===== config.mk =====
export PLATFORM = sky130hd
export DESIGN_NAME = noteField
export DESIGN_NICKNAME = d
export VERILOG_FILES = /design/src/source/notePkg.sv /design/src/source/spawnDecoder.sv /design/src/source/keyDecoder.sv /design/src/source/laneQueue.sv /design/src/source/noteField.sv
export SDC_FILE = /design/constraint.sdc
export NUM_CORES = 1
export LEC_CHECK = 0
export BUFFER_PORTS_ARGS = -buffer_cell sky130_fd_sc_hd__buf_2
export CAP_MARGIN = 20
export CORE_ASPECT_RATIO = 0.7
export CORE_MARGIN = 2
export CORE_UTILIZATION = 42
export CTS_BUF_LIST = sky130_fd_sc_hd__clkbuf_8 sky130_fd_sc_hd__clkbuf_16
export CTS_CLUSTER_DIAMETER = 30
export DETAILED_ROUTE_END_ITERATION = 8
export PLACE_DENSITY = 0.66
export SYNTH_ARGS = -nofsm -noshare
export SYNTH_HDL_FRONTEND = slang
export SYNTH_HIERARCHICAL = 1
export SYNTH_SLANG_ARGS = --single-unit

===== constraint.sdc =====
create_clock -name Reset -period 2.3 [get_ports Reset]
set_input_delay 0.46 -clock Reset [delete_from_list [all_inputs] [get_ports Reset]]
set_output_delay 0.46 -clock Reset [all_outputs]
set_load 0.02 [all_outputs]

===== src/source/notePkg.sv =====
// Positions count pixels down from the top of the field and must stay below 1024
`default_nettype none

package notePkg;

    // ----------------------------------------
    // Field geometry and lane count
    // ----------------------------------------
    localparam int LaneCount = 5;                       // Lanes across the field

    typedef logic [9:0]           posT;                 // Vertical note position in pixels
    typedef logic [7:0]           keycodeT;             // Keyboard scan code
    typedef logic [2:0]           laneCodeT;            // Zero means no lane and 1 to 5 pick lanes 0 to 4
    typedef logic [LaneCount-1:0] laneMaskT;            // One bit per lane
    typedef logic [9:0]           staminaT;             // One bit per remaining stamina unit

    // Spawn FSM states
    typedef enum logic {
        spawnArmed,                                     // Waiting for a nonzero spawn code
        spawnFired                                      // Spawn taken and waiting for both codes to clear
    } spawnStateT;

    // ----------------------------------------
    // Motion and scoring constants
    // ----------------------------------------
    localparam posT SpawnY   = 10'd80;                  // Spawn row and parking row of an empty slot
    localparam posT NoteStep = 10'd3;                   // Fall per frame
    localparam posT MissY    = 10'd525;                 // First row past the bottom line

    localparam staminaT StaminaFull = '1;               // Every unit present

    // Lane keys in lane order
    // Any scan code outside this table releases the pressed flags of its input
    localparam keycodeT LaneKey [LaneCount] = '{
        8'h07,
        8'h09,
        8'h2C,
        8'h0D,
        8'h0E
    };

endpackage

`default_nettype wire


===== src/source/spawnDecoder.sv =====
// Codes above 5 are ignored and a held nonzero code spawns only once until both codes return to zero
`default_nettype none
`timescale 1ns/1ps

module spawnDecoder (
    input  logic              Reset,       // Frame clock
    input  logic              frame_clk,   // Asynchronous reset, active high
    input  notePkg::laneCodeT spawnCode0,
    input  notePkg::laneCodeT spawnCode1,
    output notePkg::laneMaskT spawnMask    // One-cycle request per lane
);
    import notePkg::*;

    spawnStateT state;
    spawnStateT stateNext;
    logic       anyCode;                   // Either code is nonzero
    laneMaskT   requested;                 // Lanes named by the two codes

    // Turns one lane code into its lane bit
    function automatic laneMaskT laneBit(input laneCodeT code);
        laneMaskT mask;
        mask = '0;
        if (code != 3'd0 && code <= laneCodeT'(LaneCount))
            mask[code - 3'd1] = 1'b1;      // Code 1 is lane 0
        return mask;
    endfunction

    assign anyCode   = (spawnCode0 != '0) || (spawnCode1 != '0);
    assign requested = laneBit(spawnCode0) | laneBit(spawnCode1); // Equal codes merge into one bit

    // Mask is a pulse that only leaves the armed state
    always_comb begin
        stateNext = state;
        spawnMask = '0;
        case (state)
            spawnArmed: begin
                if (anyCode) begin
                    spawnMask = requested;
                    stateNext = spawnFired;
                end
            end
            spawnFired: begin
                if (!anyCode)
                    stateNext = spawnArmed; // Both codes released so the next one counts
            end
            default: stateNext = spawnArmed;
        endcase
    end

    always_ff @(posedge Reset or posedge frame_clk) begin
        if (frame_clk)
            state <= spawnArmed;
        else
            state <= stateNext;
    end

endmodule

`default_nettype wire


===== src/source/keyDecoder.sv =====
// Each keycode input keeps its own pressed flags and only a non-lane code on that input releases them
`default_nettype none
`timescale 1ns/1ps

module keyDecoder (
    input  logic              Reset,       // Frame clock
    input  logic              frame_clk,   // Asynchronous reset, active high
    input  notePkg::keycodeT  keycode0,
    input  notePkg::keycodeT  keycode1,
    output notePkg::laneMaskT hitMask      // One pulse per new press
);
    import notePkg::*;

    keycodeT  keys    [2];                 // Both keycode inputs side by side
    laneMaskT match   [2];                 // Lanes whose key each input shows
    laneMaskT fresh   [2];                 // Matches not yet seen on that input
    laneMaskT pressed [2];                 // Lanes already taken by each input

    assign keys[0] = keycode0;
    assign keys[1] = keycode1;

    // ----------------------------------------
    // Key lookup
    // ----------------------------------------
    always_comb begin
        for (int k = 0; k < $size(keys); k++) begin
            for (int l = 0; l < LaneCount; l++)
                match[k][l] = (keys[k] == LaneKey[l]);
            fresh[k] = match[k] & ~pressed[k]; // A held key stays quiet
        end
    end

    // Either input may clear a lane
    assign hitMask = fresh[0] | fresh[1];

    // ----------------------------------------
    // Pressed flags
    // ----------------------------------------
    always_ff @(posedge Reset or posedge frame_clk) begin
        if (frame_clk) begin
            for (int k = 0; k < $size(keys); k++)
                pressed[k] <= '0;
        end else begin
            for (int k = 0; k < $size(keys); k++) begin
                if (match[k] != '0)
                    pressed[k] <= pressed[k] | match[k]; // Remember the lane until release
                else
                    pressed[k] <= '0;                    // Idle or other code frees this input
            end
        end
    end

endmodule

`default_nettype wire


===== src/source/laneQueue.sv =====
// Holds at most two notes and assumes the second slot is valid only while the first one is valid
`default_nettype none
`timescale 1ns/1ps

module laneQueue (
    input  logic         Reset,            // Frame clock
    input  logic         frame_clk,        // Asynchronous reset, active high
    input  logic         spawn,            // New note request for this lane
    input  logic         hit,              // Lane key pressed
    output notePkg::posT firstY,           // Lowest note
    output notePkg::posT secondY,          // Note behind it
    output logic         firstValid,
    output logic         secondValid,
    output logic         miss              // First note fell past the bottom on the last edge
);
    import notePkg::*;

    posT  firstMoved;
    posT  secondMoved;
    logic missNow;
    logic pop;
    posT  firstNext;
    posT  secondNext;
    logic firstValidNext;
    logic secondValidNext;

    // Empty slots park at the spawn row
    assign firstMoved  = firstValid  ? posT'(firstY + NoteStep)  : SpawnY;
    assign secondMoved = secondValid ? posT'(secondY + NoteStep) : SpawnY;

    // Miss is judged on the position before this frame's step
    assign missNow = firstValid && (firstY >= MissY);
    assign pop     = hit || missNow;       // A hit and a miss together remove one note

    // ----------------------------------------
    // Move then pop then spawn
    // ----------------------------------------
    always_comb begin
        firstNext       = firstMoved;
        secondNext      = secondMoved;
        firstValidNext  = firstValid;
        secondValidNext = secondValid;

        if (pop) begin
            firstNext       = secondMoved; // Note behind moves up to the front
            firstValidNext  = secondValid;
            secondNext      = SpawnY;
            secondValidNext = 1'b0;
        end

        // New note takes the first free slot and is lost when both are full
        if (spawn) begin
            if (!firstValidNext) begin
                firstNext      = SpawnY;
                firstValidNext = 1'b1;
            end else if (!secondValidNext) begin
                secondNext      = SpawnY;
                secondValidNext = 1'b1;
            end
        end
    end

    always_ff @(posedge Reset or posedge frame_clk) begin
        if (frame_clk) begin
            firstY      <= SpawnY;
            secondY     <= SpawnY;
            firstValid  <= 1'b0;
            secondValid <= 1'b0;
            miss        <= 1'b0;
        end else begin
            firstY      <= firstNext;
            secondY     <= secondNext;
            firstValid  <= firstValidNext;
            secondValid <= secondValidNext;
            miss        <= missNow;        // Seen by the stamina register one edge later
        end
    end

endmodule

`default_nettype wire


===== src/source/noteField.sv =====
// Stamina drops one unit per frame with any miss and lags the miss pop by one frame
`default_nettype none
`timescale 1ns/1ps

module noteField (
    input  logic                          Reset,        // Frame clock
    input  logic                          frame_clk,    // Asynchronous reset, active high
    input  notePkg::laneCodeT             spawnCode0,
    input  notePkg::laneCodeT             spawnCode1,
    input  notePkg::keycodeT              keycode0,
    input  notePkg::keycodeT              keycode1,
    output notePkg::posT                  firstY  [notePkg::LaneCount],
    output notePkg::posT                  secondY [notePkg::LaneCount],
    output logic [2*notePkg::LaneCount-1:0] noteValid,  // Two bits per lane with the first slot low
    output notePkg::staminaT              stamina
);
    import notePkg::*;

    laneMaskT spawnMask;                   // Spawn pulses from the code decoder
    laneMaskT hitMask;                     // Hit pulses from the key decoder
    laneMaskT missMask;                    // Registered misses from the lanes

    // ----------------------------------------
    // Input decoders
    // ----------------------------------------
    spawnDecoder spawnDecoder_i (
        .Reset      (Reset),
        .frame_clk  (frame_clk),
        .spawnCode0 (spawnCode0),
        .spawnCode1 (spawnCode1),
        .spawnMask  (spawnMask)
    );

    keyDecoder keyDecoder_i (
        .Reset     (Reset),
        .frame_clk (frame_clk),
        .keycode0  (keycode0),
        .keycode1  (keycode1),
        .hitMask   (hitMask)
    );

    // ----------------------------------------
    // Lanes
    // ----------------------------------------
    for (genvar lane = 0; lane < LaneCount; lane++) begin : gLane
        laneQueue laneQueue_i (
            .Reset       (Reset),
            .frame_clk   (frame_clk),
            .spawn       (spawnMask[lane]),
            .hit         (hitMask[lane]),
            .firstY      (firstY[lane]),
            .secondY     (secondY[lane]),
            .firstValid  (noteValid[2*lane]),
            .secondValid (noteValid[2*lane+1]),
            .miss        (missMask[lane])
        );
    end

    // Several lanes missing in the same frame still cost a single unit
    always_ff @(posedge Reset or posedge frame_clk) begin
        if (frame_clk)
            stamina <= StaminaFull;
        else if (missMask != '0)
            stamina <= stamina >> 1;       // Top unit goes first
    end

endmodule

`default_nettype wire


## Yosys cells after proc, flatten, opt, wreduce, memory -nomap -nowiden

Index checks and enable logic that the tools add are counted.

- Bitwise gates (word level): 8
- $lt $le $gt $ge: 11
- Mux-type cells: 81
- Eq/ne operators: 10
- Reductions and logical operators: 20
- Add/subtract/negate cells: 12

Operator list:

| operator | count |
|---|---|
| $mux 10 | 45 |
| $add 10x2->10 const B | 10 |
| $ge 10x10->1 const B | 5 |
| $eq 8x4->1 const B | 6 |
| $mux 5 | 6 |
| $mux 1 | 28 |
| $or 5x5->5 | 4 |
| $eq 8x3->1 const B | 2 |
| $eq 8x6->1 const B | 2 |
| $reduce_bool 5->1 | 3 |
| $and 5x5->5 | 2 |
| $not 5->5 | 2 |
| $logic_and 1x1->1 | 9 |
| $lt 3x4->1 const B | 2 |
| $demux 1 s3 | 2 |
| $ge 3x1->1 const B | 2 |
| $le 3x3->1 const B | 2 |
| $logic_or 1x1->1 | 6 |
| $reduce_bool 3->1 | 2 |
| $sub 3x1->3 const B | 2 |

- Register bits: 136
- Logic and storage cells: 171
- Output and inout bits: 120
- Input bits: 24

## Depth between registers and ports, before layout

- Depth after elaboration: 10
- Gate-level depth with buffers: 8
- Mapped depth without buffers: 8

## Cells and area by module

Netlist, hierarchy kept.

Modules (own cells, without submodules):

| module | area an instance (um^2) | seq. area each (um^2) | cells each | times used |
|---|---|---|---|---|
| laneQueue | 1217.4 | 580.6 | 121 | 5 |
| keyDecoder | 709.4 | 250.2 | 78 | 1 |
| noteField | 406.6 | 262.8 | 23 | 1 |
| spawnDecoder | 314.1 | 25.0 | 42 | 1 |

## Least setup slack after synthesis

OpenSTA, ideal clock, no wires.

- Kind: in2reg
- Start: in keycode0[4]
- End: reg gLane[1].laneQueue_i.firstY[4]
- Stages on the path: 7
- Slack: 227 ps
- Library setup time: 78 ps
- Required time: 2222 ps
- Data arrival time: 1995 ps
- Path buffers: 2
- Path through: or3_1 -> clkbuf_1 -> nand2b_1 -> o31ai_1 -> o21ba_2 -> buf_6 -> o22a_2

- Word-level cells in the longest chain between the ends: 7
- Elaborated cells between the ends (all ways): 8
- Those cells by class: eq/ne (1); mux (4); bitwise (2); reduce/logical (1)

Ends and longest elaborated chain:

| item | RTL line | text |
|---|---|---|
| start: declaration | noteField.sv:10 | `input notePkg::keycodeT keycode0,` |
| $eq 8x4->1 * | keyDecoder.sv:28 | `match[k][l] = (keys[k] == LaneKey[l]);` |
| $and 5x5->5 * | keyDecoder.sv:29 | `fresh[k] = match[k] & ~pressed[k];` |
| $or 5x5->5 * | keyDecoder.sv:34 | `assign hitMask = fresh[0] \| fresh[1];` |
| net hitMask[1] | noteField.sv:20 | `laneMaskT hitMask;` |
| $logic_or 1x1->1 * | laneQueue.sv:33 | `assign pop = hit \|\| missNow;` |
| $mux 10 or $mux 1 (tied branches) | laneQueue.sv:44 | `if (pop) begin` |
| $mux 10 | laneQueue.sv:53 | `if (!firstValidNext) begin` |
| $mux 10 * | laneQueue.sv:52 | `if (spawn) begin` |
| net gLane[1].laneQueue_i.firstNext[4] | laneQueue.sv:22 | `posT firstNext;` |
| end signal: assignment | laneQueue.sv:65 | `firstY <= SpawnY;` |
| end signal: assignment | laneQueue.sv:71 | `firstY <= firstNext;` |
| end: declaration | laneQueue.sv:10 | `output notePkg::posT firstY,` |

Mark *: on every way through the listed nets, which the timed path passes. The rest lies on a longest branch.
A chain may end at the register's enable or synchronous reset.

## Final worst setup path

- Start: reg gLane[1].laneQueue_i.firstY[8]
- End: reg gLane[1].laneQueue_i.firstY[6]

- Word-level cells in the longest chain between the ends: 6
- Elaborated cells between the ends (all ways): 7
- Those cells by class: order compare (1); mux (4); reduce/logical (2)

Ends and longest elaborated chain:

| item | RTL line | text |
|---|---|---|
| $ge 10x10->1 * | laneQueue.sv:32 | `assign missNow = firstValid && (firstY >= MissY);` |
| $logic_and 1x1->1 * | laneQueue.sv:32 |  |
| $logic_or 1x1->1 * | laneQueue.sv:33 |  |
| $mux 10 or $mux 1 (tied branches) | laneQueue.sv:44 |  |
| $mux 10 | laneQueue.sv:53 |  |
| $mux 10 * | laneQueue.sv:52 |  |
| net gLane[1].laneQueue_i.firstNext[6] | laneQueue.sv:22 |  |

Marked as above.

==> impl_metrics.tcl <==
set metrics [dict create \
    setup_viol_count_final 0 \
    core-area_um2 17320 \
    synth_area_leaders "dfrtp_1 35%, dfstp_2 10%, xnor2_1 4.8%" \
    grt_antenna_before_repair 0 \
    syn_inst 748 \
    antenna_cells 0 \
    grt_pass1_vias 5854 \
    clockBufferDepth 2 \
    cts.sinks 136 \
    ys_seq_area_frac 0.4577 \
    final_max_slew_viol_count 0 \
    worstSetupPathType "reg -> reg" \
    drt-initial-drc-count 425 \
    die_h_um 115.9 \
    worstHoldPathCells 3 \
    holdCritPathClass "in -> reg" \
    grt_first_pass_wirelength_um 30390 \
    r2r_setup_slack_ns 0.15 \
    portBuffers 143 \
    power_density_nw_per_um2 977.5 \
    synth.avg_cell_area_um2 10.05 \
    fillers 1592 \
    worstReg2RegEnd "gLane[1].laneQueue_i/firstY[6]" \
    fin_crit_sh 0.9342 \
    viasPerCell 5.400 \
    outcome "complete, no violations" \
    dr.pass1.iters 5 \
    yosysTopAreaCell "dfrtp_1" \
    startpoint_type "flip-flop" \
    synth_top_flop_cell "dfrtp_1" \
    syn_nets 793 \
    drt_wl_total_um 18570 \
    cts_buffers 17 \
    finalNonFillerCells 1168 \
    drt-wirelength-per-cell_um 15.90 \
    mostFrequentLayoutCells "143 x buf_2, 106 x dfrtp_1, 64 x nand2_1" \
    final_nets 969 \
    synth_top_area_frac 0.3529 \
    clkSlewWorstSetupHoldPaths_ns 0.06 \
    final_area_um2 9264 \
    globalRouteTotalUtil 0.2035 \
    hpwl_um 14020 \
    drv_cap 0 \
    fin_crit_ns 2.149 \
    grt_overflow_total 0 \
    insertion_delay_ns 0.41 \
    slew_headroom 0.5538 \
    die-width_um 163.9 \
    grt_max_degree 24 \
    drt.antenna.violating_nets 0 \
    cts_setup_buffers 0 \
    start_util 0.4341 \
    whs_ns 0.3818 \
    synth_edf_count 0 \
    die_area_um2 19000 \
    final_common_cell "buf_2" \
    reg2reg_from "gLane[1].laneQueue_i/firstY[8]" \
    cts_tree "done" \
    crit_arrival_ns 2.48 \
    fmax_ghz 0.4654 \
    hold_violations 0 \
    vias 6307 \
    synth_cell_types 56 \
    dpl_cell_area_um2 8638 \
    area_delta_synth_final_pct 23.24 \
    reg2regPathDepth 4 \
    drive_above_1_share 0.3010 \
    synthArstFlopShare 1.000 \
    globalplace.congestion 0.8705 \
    ios 144 \
    drc_errors 0 \
    min_from "keycode0[1]" \
    ys_warn_count 6 \
    critPathRequiredTime_ns 2.63 \
    rows 40 \
    h-tree-depth 4 \
    irDropWorstVdd_mv 0.6315 \
    tightest_slew_ns 0.6623 \
    clockRootBuffer "clkbuf_16" \
    grt_setup_unrepaired "false" \
    dp_cells 1135 \
    p_leak_uw 0.004130 \
    skew_ns 0.006434 \
    ys_ff_latch 136 \
    end_kind "flip-flop" \
    netlist_area_um2 7517 \
    cp_max_fo 11 \
    holdPathEnd "keyDecoder_i/pressed[7]" \
]
critical path, stage by stage (launching register included):
cell and delay (ns):
dfrtp_1 0.44, or4_4 0.57, a211oi_4 0.29, o21ba_2 0.40, mux2_2 0.38
registers in the layout, summed over array words and instances (netlist names):
| register | cells |
|---|---|
| gLane.laneQueue_i/firstY | 50 |
| gLane.laneQueue_i/secondY | 50 |
| keyDecoder_i/pressed | 10 |
| stamina | 10 |
| gLane.laneQueue_i/firstValid | 5 |
| gLane.laneQueue_i/miss | 5 |
| gLane.laneQueue_i/secondValid | 5 |
| spawnDecoder_i/state | 1 |
cell families (layout without fill, tap and decap cells):
| group | count (synthesis) | after routing | synth area share |
|---|---|---|---|
| AOI/OAI and AO/OA | 172 | 172 | 0.1711 |
| xor gates and xnor gates | 54 | 54 | 0.06292 |
| adders and majority gates | 21 | 21 | 0.03495 |
| buffers and inverters | 72 | 261 | 0.04111 |
| DFF | 136 | 136 | 0.4577 |
| muxes | 35 | 35 | 0.04893 |
| and+or+nand+nor | 258 | 258 | 0.1833 |
layout make-up:
class	instances	area, µm²	share of cell area
Clock buffer	20	466.7	0.05038
Sequential cell	136	3441	0.3714
Multi-Input combinational cell	540	3767	0.4067
Inverter	60	225.2	0.02431
Timing Repair Buffer	169	925.9	0.09995
Tap cell	231	289.0	0.03120
Clock inverter	12	148.9	0.01607
repair_timing:
action / CTS / global route
hold endpoints to repair: 1 / 0
resized for setup: 0 / 0
hold buffers: 1 / 0
endpoints found under the setup margin: 0 / 0
cell usage after synthesis (all sizes together) (7+ instances only):
| cell | number |
|---|---|
| dfrtp | 106 |
| nand2 | 64 |
| inv | 60 |
| o21ai | 53 |
| nor2 | 50 |
| xnor2 | 41 |
| nand3 | 32 |
| dfstp | 30 |
| ha | 21 |
| mux2i | 21 |
| nand2b | 20 |
| o22ai | 20 |
| a211oi | 17 |
| nor4 | 15 |
| mux2 | 14 |
| nor2b | 13 |
| or3 | 13 |
| xor2 | 13 |
| nand3b | 11 |
| o2111ai | 10 |
| o211ai | 10 |
| o31a | 10 |
| a31oi | 8 |
| nor3 | 8 |
| nand4 | 7 |
where the power goes:
part | leakage [µW] | internal [µW] | switching [µW] | total [µW]
Combinational | 0.00211 | 1170 | 1570 | 2740
Sequential | 0.00173 | 2840 | 659 | 3500
Clock | 0.000294 | 1790 | 1030 | 2810
Total | 0.00413 | 5800 | 3260 | 9060
metal layers:
| metal | vias to the layer above | routed length, µm | global-route usage |
|---|---|---|---|
| met4 | 0 | 205 | 0.06608 |
| li1 | 3062 | - | - |
| met1 | 3064 | 9558 | 0.3147 |
| met3 | 18 | 957 | 0.04009 |
| met5 | - | 0 | 0 |
| met2 | 163 | 7852 | 0.2829 |
through the flow:
stage               setup WS, ns  setup TNS, ns  power [µW]  utilization
floorplan                 0.2272              0        5336            -
global placement         0.04612              0        6232       0.4988
detailed placement      -0.01930       -0.01930        6267       0.4988
CTS                       0.1594              0        9120       0.5350
global route             0.06994              0        9587       0.5350
finish                    0.1512              0        9056       0.5350
how the worst max path moves through the flow:
stage	start	to	cells after the start	slack [ns]
6_report	gLane[1].laneQueue_i/firstY[8]	gLane[1].laneQueue_i/firstY[6]	4	0.15
5_1_grt	gLane[4].laneQueue_i/firstY[0]	gLane[4].laneQueue_i/firstY[6]	6	0.07
4_1_cts	gLane[1].laneQueue_i/firstY[8]	gLane[1].laneQueue_i/firstY[6]	4	0.16
3_5_place_dp	keycode0[4]	gLane[1].laneQueue_i/firstY[6]	7	-0.02
3_3_place_gp	keycode0[4]	gLane[1].laneQueue_i/firstY[6]	7	0.05
2_1_floorplan	keycode0[4]	gLane[1].laneQueue_i/firstY[4]	7	0.23
Power figures use the tool's default switching activity.
